`src/riscPkg.sv`:
```
package riscPkg;

    // --------------------------------------------------
    // widths
    localparam int dataWidth = 32;
    localparam int regAddrWidth = 5;
    localparam int aluOpWidth = 4;

    // --------------------------------------------------
    // opcodes that survive in this core
    localparam logic [6:0] opcodeReg = 7'b0110011;  // R-type alu
    localparam logic [6:0] opcodeImm = 7'b0010011;  // I-type alu
    localparam logic [6:0] opcodeLui = 7'b0110111;

    localparam logic [dataWidth-1:0] nopWord = 32'h0000_0013;  // addi x0,x0,0

    // --------------------------------------------------
    // alu operation codes
    localparam logic [aluOpWidth-1:0] aluAdd = 4'd0;
    localparam logic [aluOpWidth-1:0] aluSub = 4'd1;
    localparam logic [aluOpWidth-1:0] aluSll = 4'd2;
    localparam logic [aluOpWidth-1:0] aluSlt = 4'd3;
    localparam logic [aluOpWidth-1:0] aluSltu = 4'd4;
    localparam logic [aluOpWidth-1:0] aluXor = 4'd5;
    localparam logic [aluOpWidth-1:0] aluSrl = 4'd6;
    localparam logic [aluOpWidth-1:0] aluSra = 4'd7;
    localparam logic [aluOpWidth-1:0] aluOr = 4'd8;
    localparam logic [aluOpWidth-1:0] aluAnd = 4'd9;

    // --------------------------------------------------
    // instruction word, seen as R-type or I-type
    typedef struct packed {
        logic [6:0] funct7;
        logic [4:0] rs2;
        logic [4:0] rs1;
        logic [2:0] funct3;
        logic [4:0] rd;
        logic [6:0] opcode;
    } rTypeFields;

    typedef struct packed {
        logic [11:0] imm12;
        logic [4:0] rs1;
        logic [2:0] funct3;
        logic [4:0] rd;
        logic [6:0] opcode;
    } iTypeFields;

    typedef union packed {
        rTypeFields r;
        iTypeFields i;
    } instrWord;

endpackage

```
`src/issueIf.sv`:
```
`timescale 1ns/1ps

interface issueIf;
    import riscPkg::*;

    logic writeEnable;
    logic [regAddrWidth-1:0] rd;
    logic [regAddrWidth-1:0] rs1;
    logic [regAddrWidth-1:0] rs2;
    logic [aluOpWidth-1:0] aluOp;
    logic useImm;                   // second operand from imm
    logic [dataWidth-1:0] imm;
    logic [dataWidth-1:0] readData1;
    logic [dataWidth-1:0] readData2;

    modport issuer (
        output writeEnable, rd, rs1, rs2, aluOp, useImm, imm, readData1, readData2
    );

    modport executor (
        input writeEnable, rd, rs1, rs2, aluOp, useImm, imm, readData1, readData2
    );

endinterface

```
`src/decodeUnit.sv`:
```
`timescale 1ns/1ps

module decodeUnit (
    input  logic clock,
    input  logic reset,
    input  logic packetValid,
    input  logic [riscPkg::dataWidth-1:0] instrA,
    input  logic [riscPkg::dataWidth-1:0] instrB,
    output logic stall,
    output logic [riscPkg::regAddrWidth-1:0] readAddrA1,
    output logic [riscPkg::regAddrWidth-1:0] readAddrA2,
    output logic [riscPkg::regAddrWidth-1:0] readAddrB1,
    output logic [riscPkg::regAddrWidth-1:0] readAddrB2,
    input  logic [riscPkg::dataWidth-1:0] readDataA1,
    input  logic [riscPkg::dataWidth-1:0] readDataA2,
    input  logic [riscPkg::dataWidth-1:0] readDataB1,
    input  logic [riscPkg::dataWidth-1:0] readDataB2,
    issueIf.issuer laneA,
    issueIf.issuer laneB
);
    import riscPkg::*;

    function automatic logic [aluOpWidth-1:0] aluFromFunct3(input logic [2:0] funct3,
                                                            input logic alt);
        case (funct3)
            3'b000: return alt ? aluSub : aluAdd;
            3'b001: return aluSll;
            3'b010: return aluSlt;
            3'b011: return aluSltu;
            3'b100: return aluXor;
            3'b101: return alt ? aluSra : aluSrl;
            3'b110: return aluOr;
            default: return aluAnd;
        endcase
    endfunction

    instrWord held [2];  // packet register, slot 0 is A
    logic [1:0] slotWrite;
    logic [1:0] slotUseImm;
    logic [regAddrWidth-1:0] slotRd [2];
    logic [regAddrWidth-1:0] slotRs1 [2];
    logic [regAddrWidth-1:0] slotRs2 [2];
    logic [aluOpWidth-1:0] slotOp [2];
    logic [dataWidth-1:0] slotImm [2];
    logic hazard;

    // --------------------------------------------------
    // packet register
    always_ff @(posedge clock or posedge reset) begin
        if (reset) begin
            held[0] <= '0;
            held[1] <= '0;
        end else if (hazard) begin
            held[0] <= nopWord;  // A already issued, B waits
        end else begin
            held[0] <= packetValid ? instrA : nopWord;
            held[1] <= packetValid ? instrB : nopWord;
        end
    end

    // --------------------------------------------------
    // per-slot decode
    always_comb begin
        logic legal;
        for (int s = 0; s < 2; s++) begin
            legal = 1'b0;
            slotOp[s] = aluAdd;
            slotUseImm[s] = 1'b0;
            slotImm[s] = '0;
            slotRd[s] = held[s].r.rd;
            slotRs1[s] = held[s].r.rs1;
            slotRs2[s] = '0;
            case (held[s].r.opcode)
                opcodeReg: begin
                    slotRs2[s] = held[s].r.rs2;
                    legal = (held[s].r.funct7 == 7'b0000000) ||
                            (held[s].r.funct7 == 7'b0100000 &&
                             (held[s].r.funct3 == 3'b000 || held[s].r.funct3 == 3'b101));
                    slotOp[s] = aluFromFunct3(held[s].r.funct3, held[s].r.funct7[5]);
                end
                opcodeImm: begin
                    slotUseImm[s] = 1'b1;
                    slotImm[s] = {{20{held[s].i.imm12[11]}}, held[s].i.imm12};
                    case (held[s].i.funct3)
                        3'b001: legal = held[s].i.imm12[11:5] == 7'b0000000;
                        3'b101: legal = held[s].i.imm12[11:5] == 7'b0000000 ||
                                        held[s].i.imm12[11:5] == 7'b0100000;
                        default: legal = 1'b1;
                    endcase
                    slotOp[s] = aluFromFunct3(held[s].i.funct3,
                        held[s].i.funct3 == 3'b101 && held[s].i.imm12[10]);
                end
                opcodeLui: begin
                    legal = 1'b1;
                    slotRs1[s] = '0;  // 0 + upper imm
                    slotUseImm[s] = 1'b1;
                    slotImm[s] = {held[s].i.imm12, held[s].i.rs1, held[s].i.funct3, 12'b0};
                end
                default: legal = 1'b0;
            endcase
            if (!legal) begin
                slotRd[s] = '0;
                slotRs1[s] = '0;
                slotRs2[s] = '0;
            end
            slotWrite[s] = legal && slotRd[s] != '0;
        end
    end

    // A writes something B needs or also writes
    assign hazard = slotWrite[0] && (slotRd[0] == slotRs1[1] || slotRd[0] == slotRs2[1] ||
                                     slotRd[0] == slotRd[1]);
    assign stall = hazard;

    assign readAddrA1 = slotRs1[0];
    assign readAddrA2 = slotRs2[0];
    assign readAddrB1 = slotRs1[1];
    assign readAddrB2 = slotRs2[1];

    // --------------------------------------------------
    // decode to execute registers
    always_ff @(posedge clock or posedge reset) begin
        if (reset) begin
            laneA.writeEnable <= 1'b0;
            laneA.rd <= '0;
            laneA.rs1 <= '0;
            laneA.rs2 <= '0;
            laneA.aluOp <= '0;
            laneA.useImm <= 1'b0;
            laneA.imm <= '0;
            laneA.readData1 <= '0;
            laneA.readData2 <= '0;
            laneB.writeEnable <= 1'b0;
            laneB.rd <= '0;
            laneB.rs1 <= '0;
            laneB.rs2 <= '0;
            laneB.aluOp <= '0;
            laneB.useImm <= 1'b0;
            laneB.imm <= '0;
            laneB.readData1 <= '0;
            laneB.readData2 <= '0;
        end else begin
            laneA.writeEnable <= slotWrite[0];
            laneA.rd <= slotRd[0];
            laneA.rs1 <= slotRs1[0];
            laneA.rs2 <= slotRs2[0];
            laneA.aluOp <= slotOp[0];
            laneA.useImm <= slotUseImm[0];
            laneA.imm <= slotImm[0];
            laneA.readData1 <= readDataA1;
            laneA.readData2 <= readDataA2;
            laneB.writeEnable <= slotWrite[1] && !hazard;  // bubble on split
            laneB.rd <= slotRd[1];
            laneB.rs1 <= slotRs1[1];
            laneB.rs2 <= slotRs2[1];
            laneB.aluOp <= slotOp[1];
            laneB.useImm <= slotUseImm[1];
            laneB.imm <= slotImm[1];
            laneB.readData1 <= readDataB1;
            laneB.readData2 <= readDataB2;
        end
    end

    // the leftover B after a split never splits again
    assert property (@(posedge clock) disable iff (reset)
        stall |=> !stall);

endmodule

```
`src/flat_wrapper.sv`:
```
// flat-port wrapper written by rule: the top's interface ports become plain ports
module decodeUnit_flat import riscPkg::*;
  (clock, reset, packetValid, instrA, instrB, stall, readAddrA1, readAddrA2, readAddrB1, readAddrB2, readDataA1, readDataA2, readDataB1, readDataB2, laneA_writeEnable, laneA_rd, laneA_rs1, laneA_rs2, laneA_aluOp, laneA_useImm, laneA_imm, laneA_readData1, laneA_readData2, laneB_writeEnable, laneB_rd, laneB_rs1, laneB_rs2, laneB_aluOp, laneB_useImm, laneB_imm, laneB_readData1, laneB_readData2);
  issueIf laneA_i ();
  issueIf laneB_i ();
  input  logic clock;
  input  logic reset;
  input  logic packetValid;
  input  logic [riscPkg::dataWidth-1:0] instrA;
  input  logic [riscPkg::dataWidth-1:0] instrB;
  output logic stall;
  output logic [riscPkg::regAddrWidth-1:0] readAddrA1;
  output logic [riscPkg::regAddrWidth-1:0] readAddrA2;
  output logic [riscPkg::regAddrWidth-1:0] readAddrB1;
  output logic [riscPkg::regAddrWidth-1:0] readAddrB2;
  input  logic [riscPkg::dataWidth-1:0] readDataA1;
  input  logic [riscPkg::dataWidth-1:0] readDataA2;
  input  logic [riscPkg::dataWidth-1:0] readDataB1;
  input  logic [riscPkg::dataWidth-1:0] readDataB2;
  output wire logic [$bits(laneA_i.writeEnable)-1:0] laneA_writeEnable;
  output wire logic [$bits(laneA_i.rd)-1:0] laneA_rd;
  output wire logic [$bits(laneA_i.rs1)-1:0] laneA_rs1;
  output wire logic [$bits(laneA_i.rs2)-1:0] laneA_rs2;
  output wire logic [$bits(laneA_i.aluOp)-1:0] laneA_aluOp;
  output wire logic [$bits(laneA_i.useImm)-1:0] laneA_useImm;
  output wire logic [$bits(laneA_i.imm)-1:0] laneA_imm;
  output wire logic [$bits(laneA_i.readData1)-1:0] laneA_readData1;
  output wire logic [$bits(laneA_i.readData2)-1:0] laneA_readData2;
  output wire logic [$bits(laneB_i.writeEnable)-1:0] laneB_writeEnable;
  output wire logic [$bits(laneB_i.rd)-1:0] laneB_rd;
  output wire logic [$bits(laneB_i.rs1)-1:0] laneB_rs1;
  output wire logic [$bits(laneB_i.rs2)-1:0] laneB_rs2;
  output wire logic [$bits(laneB_i.aluOp)-1:0] laneB_aluOp;
  output wire logic [$bits(laneB_i.useImm)-1:0] laneB_useImm;
  output wire logic [$bits(laneB_i.imm)-1:0] laneB_imm;
  output wire logic [$bits(laneB_i.readData1)-1:0] laneB_readData1;
  output wire logic [$bits(laneB_i.readData2)-1:0] laneB_readData2;
  assign laneA_writeEnable = laneA_i.writeEnable;
  assign laneA_rd = laneA_i.rd;
  assign laneA_rs1 = laneA_i.rs1;
  assign laneA_rs2 = laneA_i.rs2;
  assign laneA_aluOp = laneA_i.aluOp;
  assign laneA_useImm = laneA_i.useImm;
  assign laneA_imm = laneA_i.imm;
  assign laneA_readData1 = laneA_i.readData1;
  assign laneA_readData2 = laneA_i.readData2;
  assign laneB_writeEnable = laneB_i.writeEnable;
  assign laneB_rd = laneB_i.rd;
  assign laneB_rs1 = laneB_i.rs1;
  assign laneB_rs2 = laneB_i.rs2;
  assign laneB_aluOp = laneB_i.aluOp;
  assign laneB_useImm = laneB_i.useImm;
  assign laneB_imm = laneB_i.imm;
  assign laneB_readData1 = laneB_i.readData1;
  assign laneB_readData2 = laneB_i.readData2;
  decodeUnit u_core (.clock(clock), .reset(reset), .packetValid(packetValid), .instrA(instrA), .instrB(instrB), .stall(stall), .readAddrA1(readAddrA1), .readAddrA2(readAddrA2), .readAddrB1(readAddrB1), .readAddrB2(readAddrB2), .readDataA1(readDataA1), .readDataA2(readDataA2), .readDataB1(readDataB1), .readDataB2(readDataB2), .laneA(laneA_i), .laneB(laneB_i));
endmodule
```
`config.mk`:
```
export PLATFORM = sky130hd
export DESIGN_NAME = decodeUnit_flat
export DESIGN_NICKNAME = d
export VERILOG_FILES = /design/src/riscPkg.sv /design/src/issueIf.sv /design/src/decodeUnit.sv /design/src/flat_wrapper.sv
export SDC_FILE = /design/constraint.sdc
export NUM_CORES = 1
export LEC_CHECK = 0
export ABC_AREA = 0
export BUFFER_PORTS_ARGS = -buffer_cell sky130_fd_sc_hd__buf_2
export CORE_AREA = 2 2 173 175
export CTS_CLUSTER_DIAMETER = 50
export CTS_CLUSTER_SIZE = 8
export DETAILED_ROUTE_END_ITERATION = 8
export DIE_AREA = 0 0 175 177
export MAX_ROUTING_LAYER = met4
export SETUP_SLACK_MARGIN = 0.02
export SLEW_MARGIN = 20
export SYNTH_ARGS = -nofsm -noshare
export SYNTH_HDL_FRONTEND = slang
export SYNTH_SLANG_ARGS = --single-unit
export TNS_END_PERCENT = 5
```
`constraint.sdc`:
```
create_clock -name clock -period 11.3 [get_ports clock]
set_input_delay 1.13 -clock clock [delete_from_list [all_inputs] [get_ports clock]]
set_output_delay 1.13 -clock clock [all_outputs]
set_load 0.005 [all_outputs]
```
# [Word level (Yosys, flattened, before mapping)]
# Index checks and enable logic that the tools add are counted.
[classes] mul=0 order_cmp=0 add_sub_neg=0 reduce_logical=25 shift=0 bitwise_logic=0 div_mod_pow=0 n_eq_ne=23 muxes=35
[op_table] operator="$pmux W32 S2" count=2
[op_table] operator="$pmux W4 S7" count=4
[op_table] operator="$mux W32" count=3
[op_table] operator="$mux W5" count=10
[op_table] operator="$eq A7 B6 Y1 const B" count=6
[op_table] operator="$eq A3 B3 Y1 const B" count=6
[op_table] operator="$pmux W4 S2" count=2
[op_table] operator="$eq A5 B5 Y1" count=3
[op_table] operator="$eq A7 B5 Y1 const B" count=2
[op_table] operator="$logic_not A7 Y1" count=2
[op_table] operator="$eq A3 B2 Y1 const B" count=4
[op_table] operator="$mux W1" count=10
[op_table] operator="$reduce_bool A5 Y1" count=2
[op_table] operator="$logic_and A1 B1 Y1" count=8
[op_table] operator="$logic_or A1 B1 Y1" count=8
[op_table] operator="$eq A3 B1 Y1 const B" count=2
[op_table] operator="$logic_not A3 Y1" count=2
[op_table] operator="$pmux W1 S3" count=2
[op_table] operator="$pmux W1 S2" count=2
[op_table] operator="$reduce_or A2 Y1" count=2
[op_table] operator="$logic_not A1 Y1" count=1
[word_totals] regBits=298 latchBits=0 mem_count=0 rom_bits=0 out_inout_bits=255 in_bits=195 mem_bits_rw=0

# [Logic depth before layout (Yosys ltp)]
# Gate-level depths: netlist (run 1).
[depth] ltp_word=12 ltp_mapped=12 mapped_depth_nobuf=8

# [Worst setup path after synthesis (run 1)]
# Ideal clock, no wire load.
[synth_path] path_type="register -> output" start="register u_core.held[38] (netlist name)" end="output stall" path_stages_with_launch=8 slack_ns=7.812 n_path_buf=0 arrival_time_ns=2.358 cell_sequence="dfrtp_1 -> nand4b_4 -> or4b_4 -> o32ai_4 -> nor2_2 -> or3_4 -> a2111oi_4 -> a311o_1"
[synth_between] elab_chain_len=7 elab_cells_between_ends=13 classes_between="eq/ne (6); mux (2); reduce/logical (5)"
[synth_lines] item="from (decl)" line="decodeUnit.sv:37" rtl="instrWord held [2];"
[synth_lines] item="$eq A7 B6 Y1 / $eq A7 B5 Y1 (equally long branches)"
[synth_lines] item="$pmux W1 S3 *" line="decodeUnit.sv:73" rtl="case (held[s].r.opcode)"
[synth_lines] item="$mux W5" line="decodeUnit.sv:101" rtl="if (!legal) begin"
[synth_lines] item="$eq A5 B5 Y1" line="decodeUnit.sv:111" rtl="assign hazard = slotWrite[0] && (slotRd[0] == slotRs1[1] || slotRd[0] == slotRs2[1] ||"
[synth_lines] item="$logic_or A1 B1 Y1 (2 in series)" line="decodeUnit.sv:111"
[synth_lines] item="$logic_and A1 B1 Y1 *" line="decodeUnit.sv:111"
[synth_lines] item="to (decl)" line="flat_wrapper.sv:11" rtl="output logic stall;"
# Mark *: on every way between the ends. The rest lies on a longest branch, timed or not.

# [Final worst setup path (run 1)]
[layout_path] start="register u_core.held[6] (netlist name)" end="output stall"
[layout_between] elab_chain_len=7 elab_cells_between_ends=15 classes_between="eq/ne (6); mux (6); reduce/logical (3)"
[layout_lines] item="$eq A7 B6 Y1 / $eq A7 B5 Y1 (equally long branches)"
[layout_lines] item="$pmux W1 S3 / $mux W5 (equally long branches)" line="decodeUnit.sv:73"
[layout_lines] item="$mux W5" line="decodeUnit.sv:101"
[layout_lines] item="$eq A5 B5 Y1" line="decodeUnit.sv:111"
[layout_lines] item="$logic_or A1 B1 Y1" line="decodeUnit.sv:111"
[layout_lines] item="$logic_or A1 B1 Y1 *" line="decodeUnit.sv:111"
[layout_lines] item="$logic_and A1 B1 Y1 *" line="decodeUnit.sv:111"
# Marks and branches as above.

==> results of run 1 <==
==> synthesized netlist by cell type (3+ instances only) <==
cell	count
a21o_1	19
a21oi_1	9
a31oi_1	4
and2_1	33
and3_1	31
buf_1	3
buf_2	3
buf_6	5
clkbuf_1	24
dfrtp_1	298
inv_1	32
mux2i_1	27
nand2_1	38
nand2b_1	5
nand3_1	7
nand3b_1	7
nor2_1	20
nor2b_1	6
nor3_1	18
nor4_1	4
nor4b_1	3
o21ai_0	8
o21bai_1	19
xnor2_1	8
xor2_1	5
==> flip-flops by register name, indices dropped and copies added (netlist names), 4 cells and up <==
name	flops
u_core.held	64
u_core.laneA.aluOp	4
u_core.laneA.imm	32
u_core.laneA.rd	5
u_core.laneA.readData1	32
u_core.laneA.readData2	32
u_core.laneA.rs1	5
u_core.laneA.rs2	5
u_core.laneB.aluOp	4
u_core.laneB.imm	32
u_core.laneB.rd	5
u_core.laneB.readData1	32
u_core.laneB.readData2	32
u_core.laneB.rs1	5
u_core.laneB.rs2	5
==> critical path, stage by stage (launching register included) <==
cell      delay (ns)
dfrtp_1         0.36
nor2b_1         0.20
nand3_1         0.64
a311oi_1        0.88
and2_1          0.27
xnor2_1         0.08
or3_1           0.36
nor3_1          0.20
a311o_1         0.15
buf_2           0.13
==> power by group <==
part / internal [mW] / leakage [nW] / switching, mW
combinational: 0.183 / 3.19 / 0.246
sequential: 1.18 / 3.77 / 0.0766
clock: 0.778 / 0.635 / 0.441
==> logic make-up after synthesis <==
| family | Yosys count | share of synthesized area [%] |
|---|---|---|
| flops | 298 | 76.1 |
| xor+xnor | 13 | 1.16 |
| buf+inv | 67 | 2.99 |
| mux | 28 | 2.87 |
| simple gates | 188 | 10.8 |
| compound gates | 78 | 6.10 |
==> worst paths after layout <==
kind	start	end	slack, ns	cells past startpoint
worst max-delay path	u_core.held[6]	stall	6.37	9
worst min-delay path	u_core.held[50]	u_core.laneA.imm[18]	0.46	1
worst max register to register	u_core.held[6]	u_core.held[30]	7.22	9
worst min register to register	u_core.held[50]	u_core.laneA.imm[18]	0.46	1
max in group asynchronous	reset	u_core.held[12]	8.95	3
min in group asynchronous	reset	u_core.laneA.readData1[12]	0.82	2
==> final cells by class <==
| class | count | area, sq um | area share (%) |
|---|---|---|---|
| Tap cell | 390 | 488 | 3.54 |
| Clock inverter | 6 | 110 | 0.799 |
| Clock buffer | 49 | 1180 | 8.58 |
| Timing Repair Buffer | 456 | 2300 | 16.7 |
| Sequential cell | 298 | 7460 | 54.1 |
| Multi-Input combinational cell | 307 | 2080 | 15.1 |
| Inverter | 32 | 128 | 0.926 |
| Antenna cell | 12 | 30.0 | 0.218 |
==> layer usage <==
metal | share of wire, % | track usage [%] | up-vias
met1 | 40 | 23.4 | 3385
met2 | 50 | 31.2 | 282
met3 | 8.5 | 6.08 | 41
met5 | 0 | - | -
met4 | 1.6 | 5.42 | 0
li1 | - | - | 3162
==> qor.yml, run 1 <==
finish:
  layout_common_cells: "449 x buf_2, 298 x dfrtp_1, 46 x clkbuf_16, 38 x nand2_1, 33 x and2_1"
  final_cell_area_sq_um: 13800
  nFillCells: 2703
  instances_no_fill: 1550
  area_delta_synth_final_pct: 40.6
  drive_gt1_share_pct: 45.8
  nets: 1335
  final_common_cell: "buf_2"
  fin_util_pct: 47.1
floorplanning:
  ios: 450
  die_x_um: 175
  core_sq_um: 29200
  die_h_um: 177
  die-area_sq_um: 31000
  initial_core_util_pct: 33.5
  rows: 63
setup_path:
  worst_setup_path_end_kind: "output port"
  path_class: "reg -> out"
  cp_max_fo: 19
  crit_arrival_ns: 3.80
  cp.required_ns: 10.17
  critPathLaunchType: "flip-flop"
synthesis:
  synth_edf_count: 0
  yosysUniqueCellTypes: 55
  synthFlopType: "dfrtp_1"
  synth_fp_nets: 867
  syn-instance-count: 672
  async_flop_share_pct: 100
  yosys-top-cells-area: "dfrtp_1 76%, mux2i_1 2.8%, and2_1 2.1%, and3_1 2.0%, a21o_1 1.5%"
  synth_top_cell_area_share_pct: 76.1
  synth_area_sq_um: 9800
  synth_area_per_cell_sq_um: 14.6
  ys_warn_count: 0
  synth_top_cell_by_area: "dfrtp_1"
  seq_area_frac_synth_pct: 76.1
  ys_ff_latch: 298
clock_network:
  clk_latency_ns: 0.52
  clkTransAtPathRegs_ns: 0.05
  cts_tree: "done"
  cts_hold_buf: 0
  postCtsSetupRepairBufs: 0
  post_cts_resized: 0
  clock-sinks: 298
  cts-root-buf: "clkbuf_16"
  clock_tree.buffer_depth: 3
  cts_buffers: 45
  htreeDepth: 2
route:
  dr.pass1.iters: 4
  wl_per_cell_um: 19.2
  ant_nets: 0
  vias: 6870
  drtIter0Drc: 314
  viasPerCell: 4.43
  totalWireLength_um: 29800
  route.detailed.drc: 0
grt:
  track_usage_pct: 19.3
  grt_pass1_vias: 7125
  grt_max_degree: 139
  antenna_found_initial: 12
  overflow: 0
  grt_pass1_wl_um: 43600
timing:
  finalWorstSetupSlack_ns: 6.37
  rsz0062_at_grt: "no"
  period_needed_ns: 4.93
  slew_headroom_pct: 36.0
  fin_crit_sh_pct: 43.6
  tightest_slew_ns: 0.959
  final-hold-violation-count: 0
  fmax_ghz: 0.203
  skew_ns: 0.0126
  finalSetupTns_ns: 0
  setup_violations: 0
  whs_ns: 0.461
  drv_slew: 0
worst_hold_path:
  hp-class: "reg -> reg"
power:
  power.total_mw: 2.90
  ir_drop_uv: 110
  p_leak_nw: 7.59
  p_per_area_nw_per_um2: 211
placement:
  dpl.hpwl_um: 22000
  post-place-ws_ns: 6.86
  post-place-cells: 1483
  io_buffers: 449
  gp_congestion: 0.829
  placed_cell_area_sq_um: 12500
status:
  status: "finished, final reports clean"
run:
  drv_cap: 0
Power figures use the tool's default switching activity.
==> inputs of run 2 (changes only) <==
--- a/config.mk
+++ b/config.mk
@@ -5,13 +5,13 @@
 export SDC_FILE = /design/constraint.sdc
 export NUM_CORES = 1
 export LEC_CHECK = 0
-export ABC_AREA = 0
+export ABC_AREA = 1
 export BUFFER_PORTS_ARGS = -buffer_cell sky130_fd_sc_hd__buf_2
-export CORE_AREA = 2 2 173 175
+export CORE_AREA = 2 2 174 176
 export CTS_CLUSTER_DIAMETER = 50
 export CTS_CLUSTER_SIZE = 8
 export DETAILED_ROUTE_END_ITERATION = 8
-export DIE_AREA = 0 0 175 177
+export DIE_AREA = 0 0 176 178
 export MAX_ROUTING_LAYER = met4
 export SETUP_SLACK_MARGIN = 0.02
 export SLEW_MARGIN = 20
==> constraint.sdc (replaced) <==
create_clock -name clock -period 4.3 [get_ports clock]
set_input_delay 0.43 -clock clock [delete_from_list [all_inputs] [get_ports clock]]
set_output_delay 0.43 -clock clock [all_outputs]
set_load 0.005 [all_outputs]
==> run 2 against run 1 <==
Against the previous run: sequential power increased to 2.6 times the previous value; flip-flop and latch count did not move; highest routed layer unchanged; routed wire length grew 8.2%; register-to-register slack got worse by 6.4 ns; global-route usage rose by 1.4 points; first-iteration DRC count rose by 34%; cell count increased by 16%; setup slack worse by 6.0 ns; critical path type unchanged.
==> qor.yml, run 2 <==
status:
  status: "finished, final reports clean"
power:
  combPwrFrac_pct: 16.4
  intPower_mw: 5.54
  p_per_area_nw_per_um2: 512
  netSwitchingFraction_pct: 27.4
  p_switching_mw: 2.08
  seqPwrFrac_pct: 42.2
  power.total_mw: 7.62
  clockPowerShare_pct: 41.4
  ir_drop_uv: 341
  p_leak_nw: 8.18
timing:
  rsz0062_at_grt: "no"
  final-hold-violation-count: 0
  fin_crit_sh_pct: 91.1
  drv_slew: 0
  finalWorstSetupSlack_ns: 0.382
  whs_ns: 0.0205
  setup_violations: 0
  skew_ns: 0.0274
  finalSetupTns_ns: 0
  slew_headroom_pct: 43.1
  fmax_ghz: 0.255
  tightest_slew_ns: 0.852
  period_needed_ns: 3.92
synthesis:
  synthFlopType: "dfrtp_1"
  netlist_top_cells_count: "298 x dfrtp_1, 195 x nand2_1, 86 x inv_1"
  ys_warn_count: 0
  synth_top_cell_area_share_pct: 73.2
  syn-instance-count: 853
  yosys-top-cells-area: "dfrtp_1 73%, nand2_1 7.2%, nor2_4 4.0%, inv_1 3.2%, nand3_1 2.2%"
  yosys.cell_count.top_type: "dfrtp_1"
  yosysUniqueCellTypes: 32
  synth_area_per_cell_sq_um: 11.9
  seq_area_frac_synth_pct: 73.2
  synth_top_cell_by_area: "dfrtp_1"
  async_flop_share_pct: 100
  synth_fp_nets: 1048
  synth_edf_count: 0
  ys_ff_latch: 298
  synth_area_sq_um: 10200
clock_network:
  clkTransAtPathRegs_ns: 0.05
  htreeDepth: 2
  cts_tree: "done"
  clock-sinks: 298
  clk_latency_ns: 0.53
  cts_buffers: 45
  cts-root-buf: "clkbuf_16"
  clock_tree.buffer_depth: 3
setup_path:
  startpoint: "u_core.held[0]"
  endpoint: "stall"
  r2r_end: "u_core.held[6]"
  cp.required_ns: 3.87
  cp_max_fo: 34
  worst_setup_path_end_kind: "output port"
  path_class: "reg -> out"
  timing.rr.start: "u_core.held[0]"
  critPathLaunchType: "flip-flop"
  rrSetupSlack_ns: 0.81
  crit_arrival_ns: 3.49
  ff2ff_path_depth: 19
floorplanning:
  die_x_um: 176
  rows: 63
  die_h_um: 178
  core_sq_um: 29400
  die-area_sq_um: 31300
  initial_core_util_pct: 34.7
  ios: 450
finish:
  top_register: "u_core.held"
  nFillCells: 2677
  final_common_cell: "buf_2"
  instances_no_fill: 1804
  area_delta_synth_final_pct: 45.9
  largest_reg_flops: 64
  nets: 1598
  final_cell_area_sq_um: 14900
  layout_common_cells: "448 x buf_2, 298 x dfrtp_1, 195 x nand2_1, 85 x inv_1, 71 x dlygate4sd3_1"
  fin_util_pct: 50.6
  drive_gt1_share_pct: 41.2
placement:
  gp_congestion: 0.844
  io_buffers: 449
  placed_cell_area_sq_um: 12800
  post-place-cells: 1672
  dpl.hpwl_um: 24000
  post-place-ws_ns: 0.538
route:
  vias: 7983
  wl_per_cell_um: 17.9
  totalWireLength_um: 32200
  viasPerCell: 4.43
  dr.pass1.iters: 5
  ant_nets: 0
  drtIter0Drc: 421
  route.detailed.drc: 0
grt:
  grt_max_degree: 124
  grt_pass1_vias: 8016
  overflow: 0
  grt_pass1_wl_um: 46900
  track_usage_pct: 20.7
  antenna_found_initial: 4
run:
  drv_cap: 0
worst_hold_path:
  hp-class: "in -> reg"
-- run 2: cell types whose count changed after synthesis, sizes merged, moves of 6 or more --
cell and change:
nand2 +164, nor2 +78, inv +66, nand3 +43, and2 -33, o21ai +32, and3 -31, mux2i -27
a21o -19, o21bai -19, clkbuf -8, nor2b -6, nor3 -6
-- run 2: worst min-delay path by stage --
stage	depth (start not counted)	startpoint	to	slack [ns]
after CTS	1	readDataB2[1]	u_core.laneB.readData2[1]	0.00007
after global routing	1	readDataB1[21]	u_core.laneB.readData1[21]	0.0004
after global placement	2	u_core.held[52]	u_core.laneA.imm[0]	0.49
final	1	readDataA1[10]	u_core.laneA.readData1[10]	0.02
after floorplan	0	readDataA1[0]	u_core.laneA.readData1[0]	0.46
after detailed placement	2	u_core.held[52]	u_core.laneA.imm[0]	0.49
-- run 2: cells by family (layout without fill, tap and decap cells) --
| kind of cell | count (synthesis) | count (layout) | share of synthesized area, % |
|---|---|---|---|
| xor+xnor | 4 | 4 | 0.344 |
| simple gates | 373 | 373 | 18.2 |
| other cells | 0 | 2 | 0 |
| buf+inv | 126 | 685 | 5.59 |
| compound gates | 52 | 52 | 2.66 |
| flops | 298 | 298 | 73.2 |
-- run 2: cell type report --
class                      instances  area, sq um  area share [%]
timing repair buffer             531         3090            20.8
tap                              390          488            3.28
clock buffer                      48         1160            7.78
multi-input combinational        429         2170            14.6
inverter                          98          379            2.55
antenna                            2         5.00          0.0337
clock inverter                     8          116           0.783
sequential                       298         7460            50.2
-- run 2: worst max-delay path, stage by stage (launching register included) --
cell and delay, ns:
dfrtp_1 0.36, nand2_1 0.12, nor2_4 0.05, nand3_4 0.09, inv_2 0.06, nand2_2 0.28
inv_2 0.04, nand2_1 0.07, nand3_2 0.23, nand2_1 0.20, inv_1 0.08, nand2_1 0.07
nand2_1 0.05, nor2_1 0.10, nand3_1 0.12, nand3_4 0.31, nand2_8 0.26, inv_8 0.29
buf_2 0.17
-- run 2: metal layers --
| layer | GRT usage [%] | vias up | wire length [um] |
|---|---|---|---|
| li1 | - | 3714 | - |
| met1 | 26.2 | 3892 | 13300 |
| met2 | 33.1 | 314 | 15800 |
| met3 | 4.99 | 63 | 2320 |
| met4 | 6.34 | 0 | 826 |
| met5 | - | - | 0 |
-- run 2: power by group through the flow --
stage,Sequential [mW],Clock (mW),Combinational [mW]
final,3.22,3.16,1.25
after global routing,3.24,3.36,1.39
after CTS,3.22,3.23,1.22
after detailed placement,3.26,0,1.17
after global placement,3.26,0,1.16
after floorplan,3.25,0,0.735
-- run 2: what timing repair did --
item | 4_1_cts | 5_1_grt
endpoints found under the setup margin | 0 | 1
hold endpoints to repair | 64 | 7
buffers inserted | 0 | 3
hold buffers | 64 | 7
gates resized for setup | 0 | 2
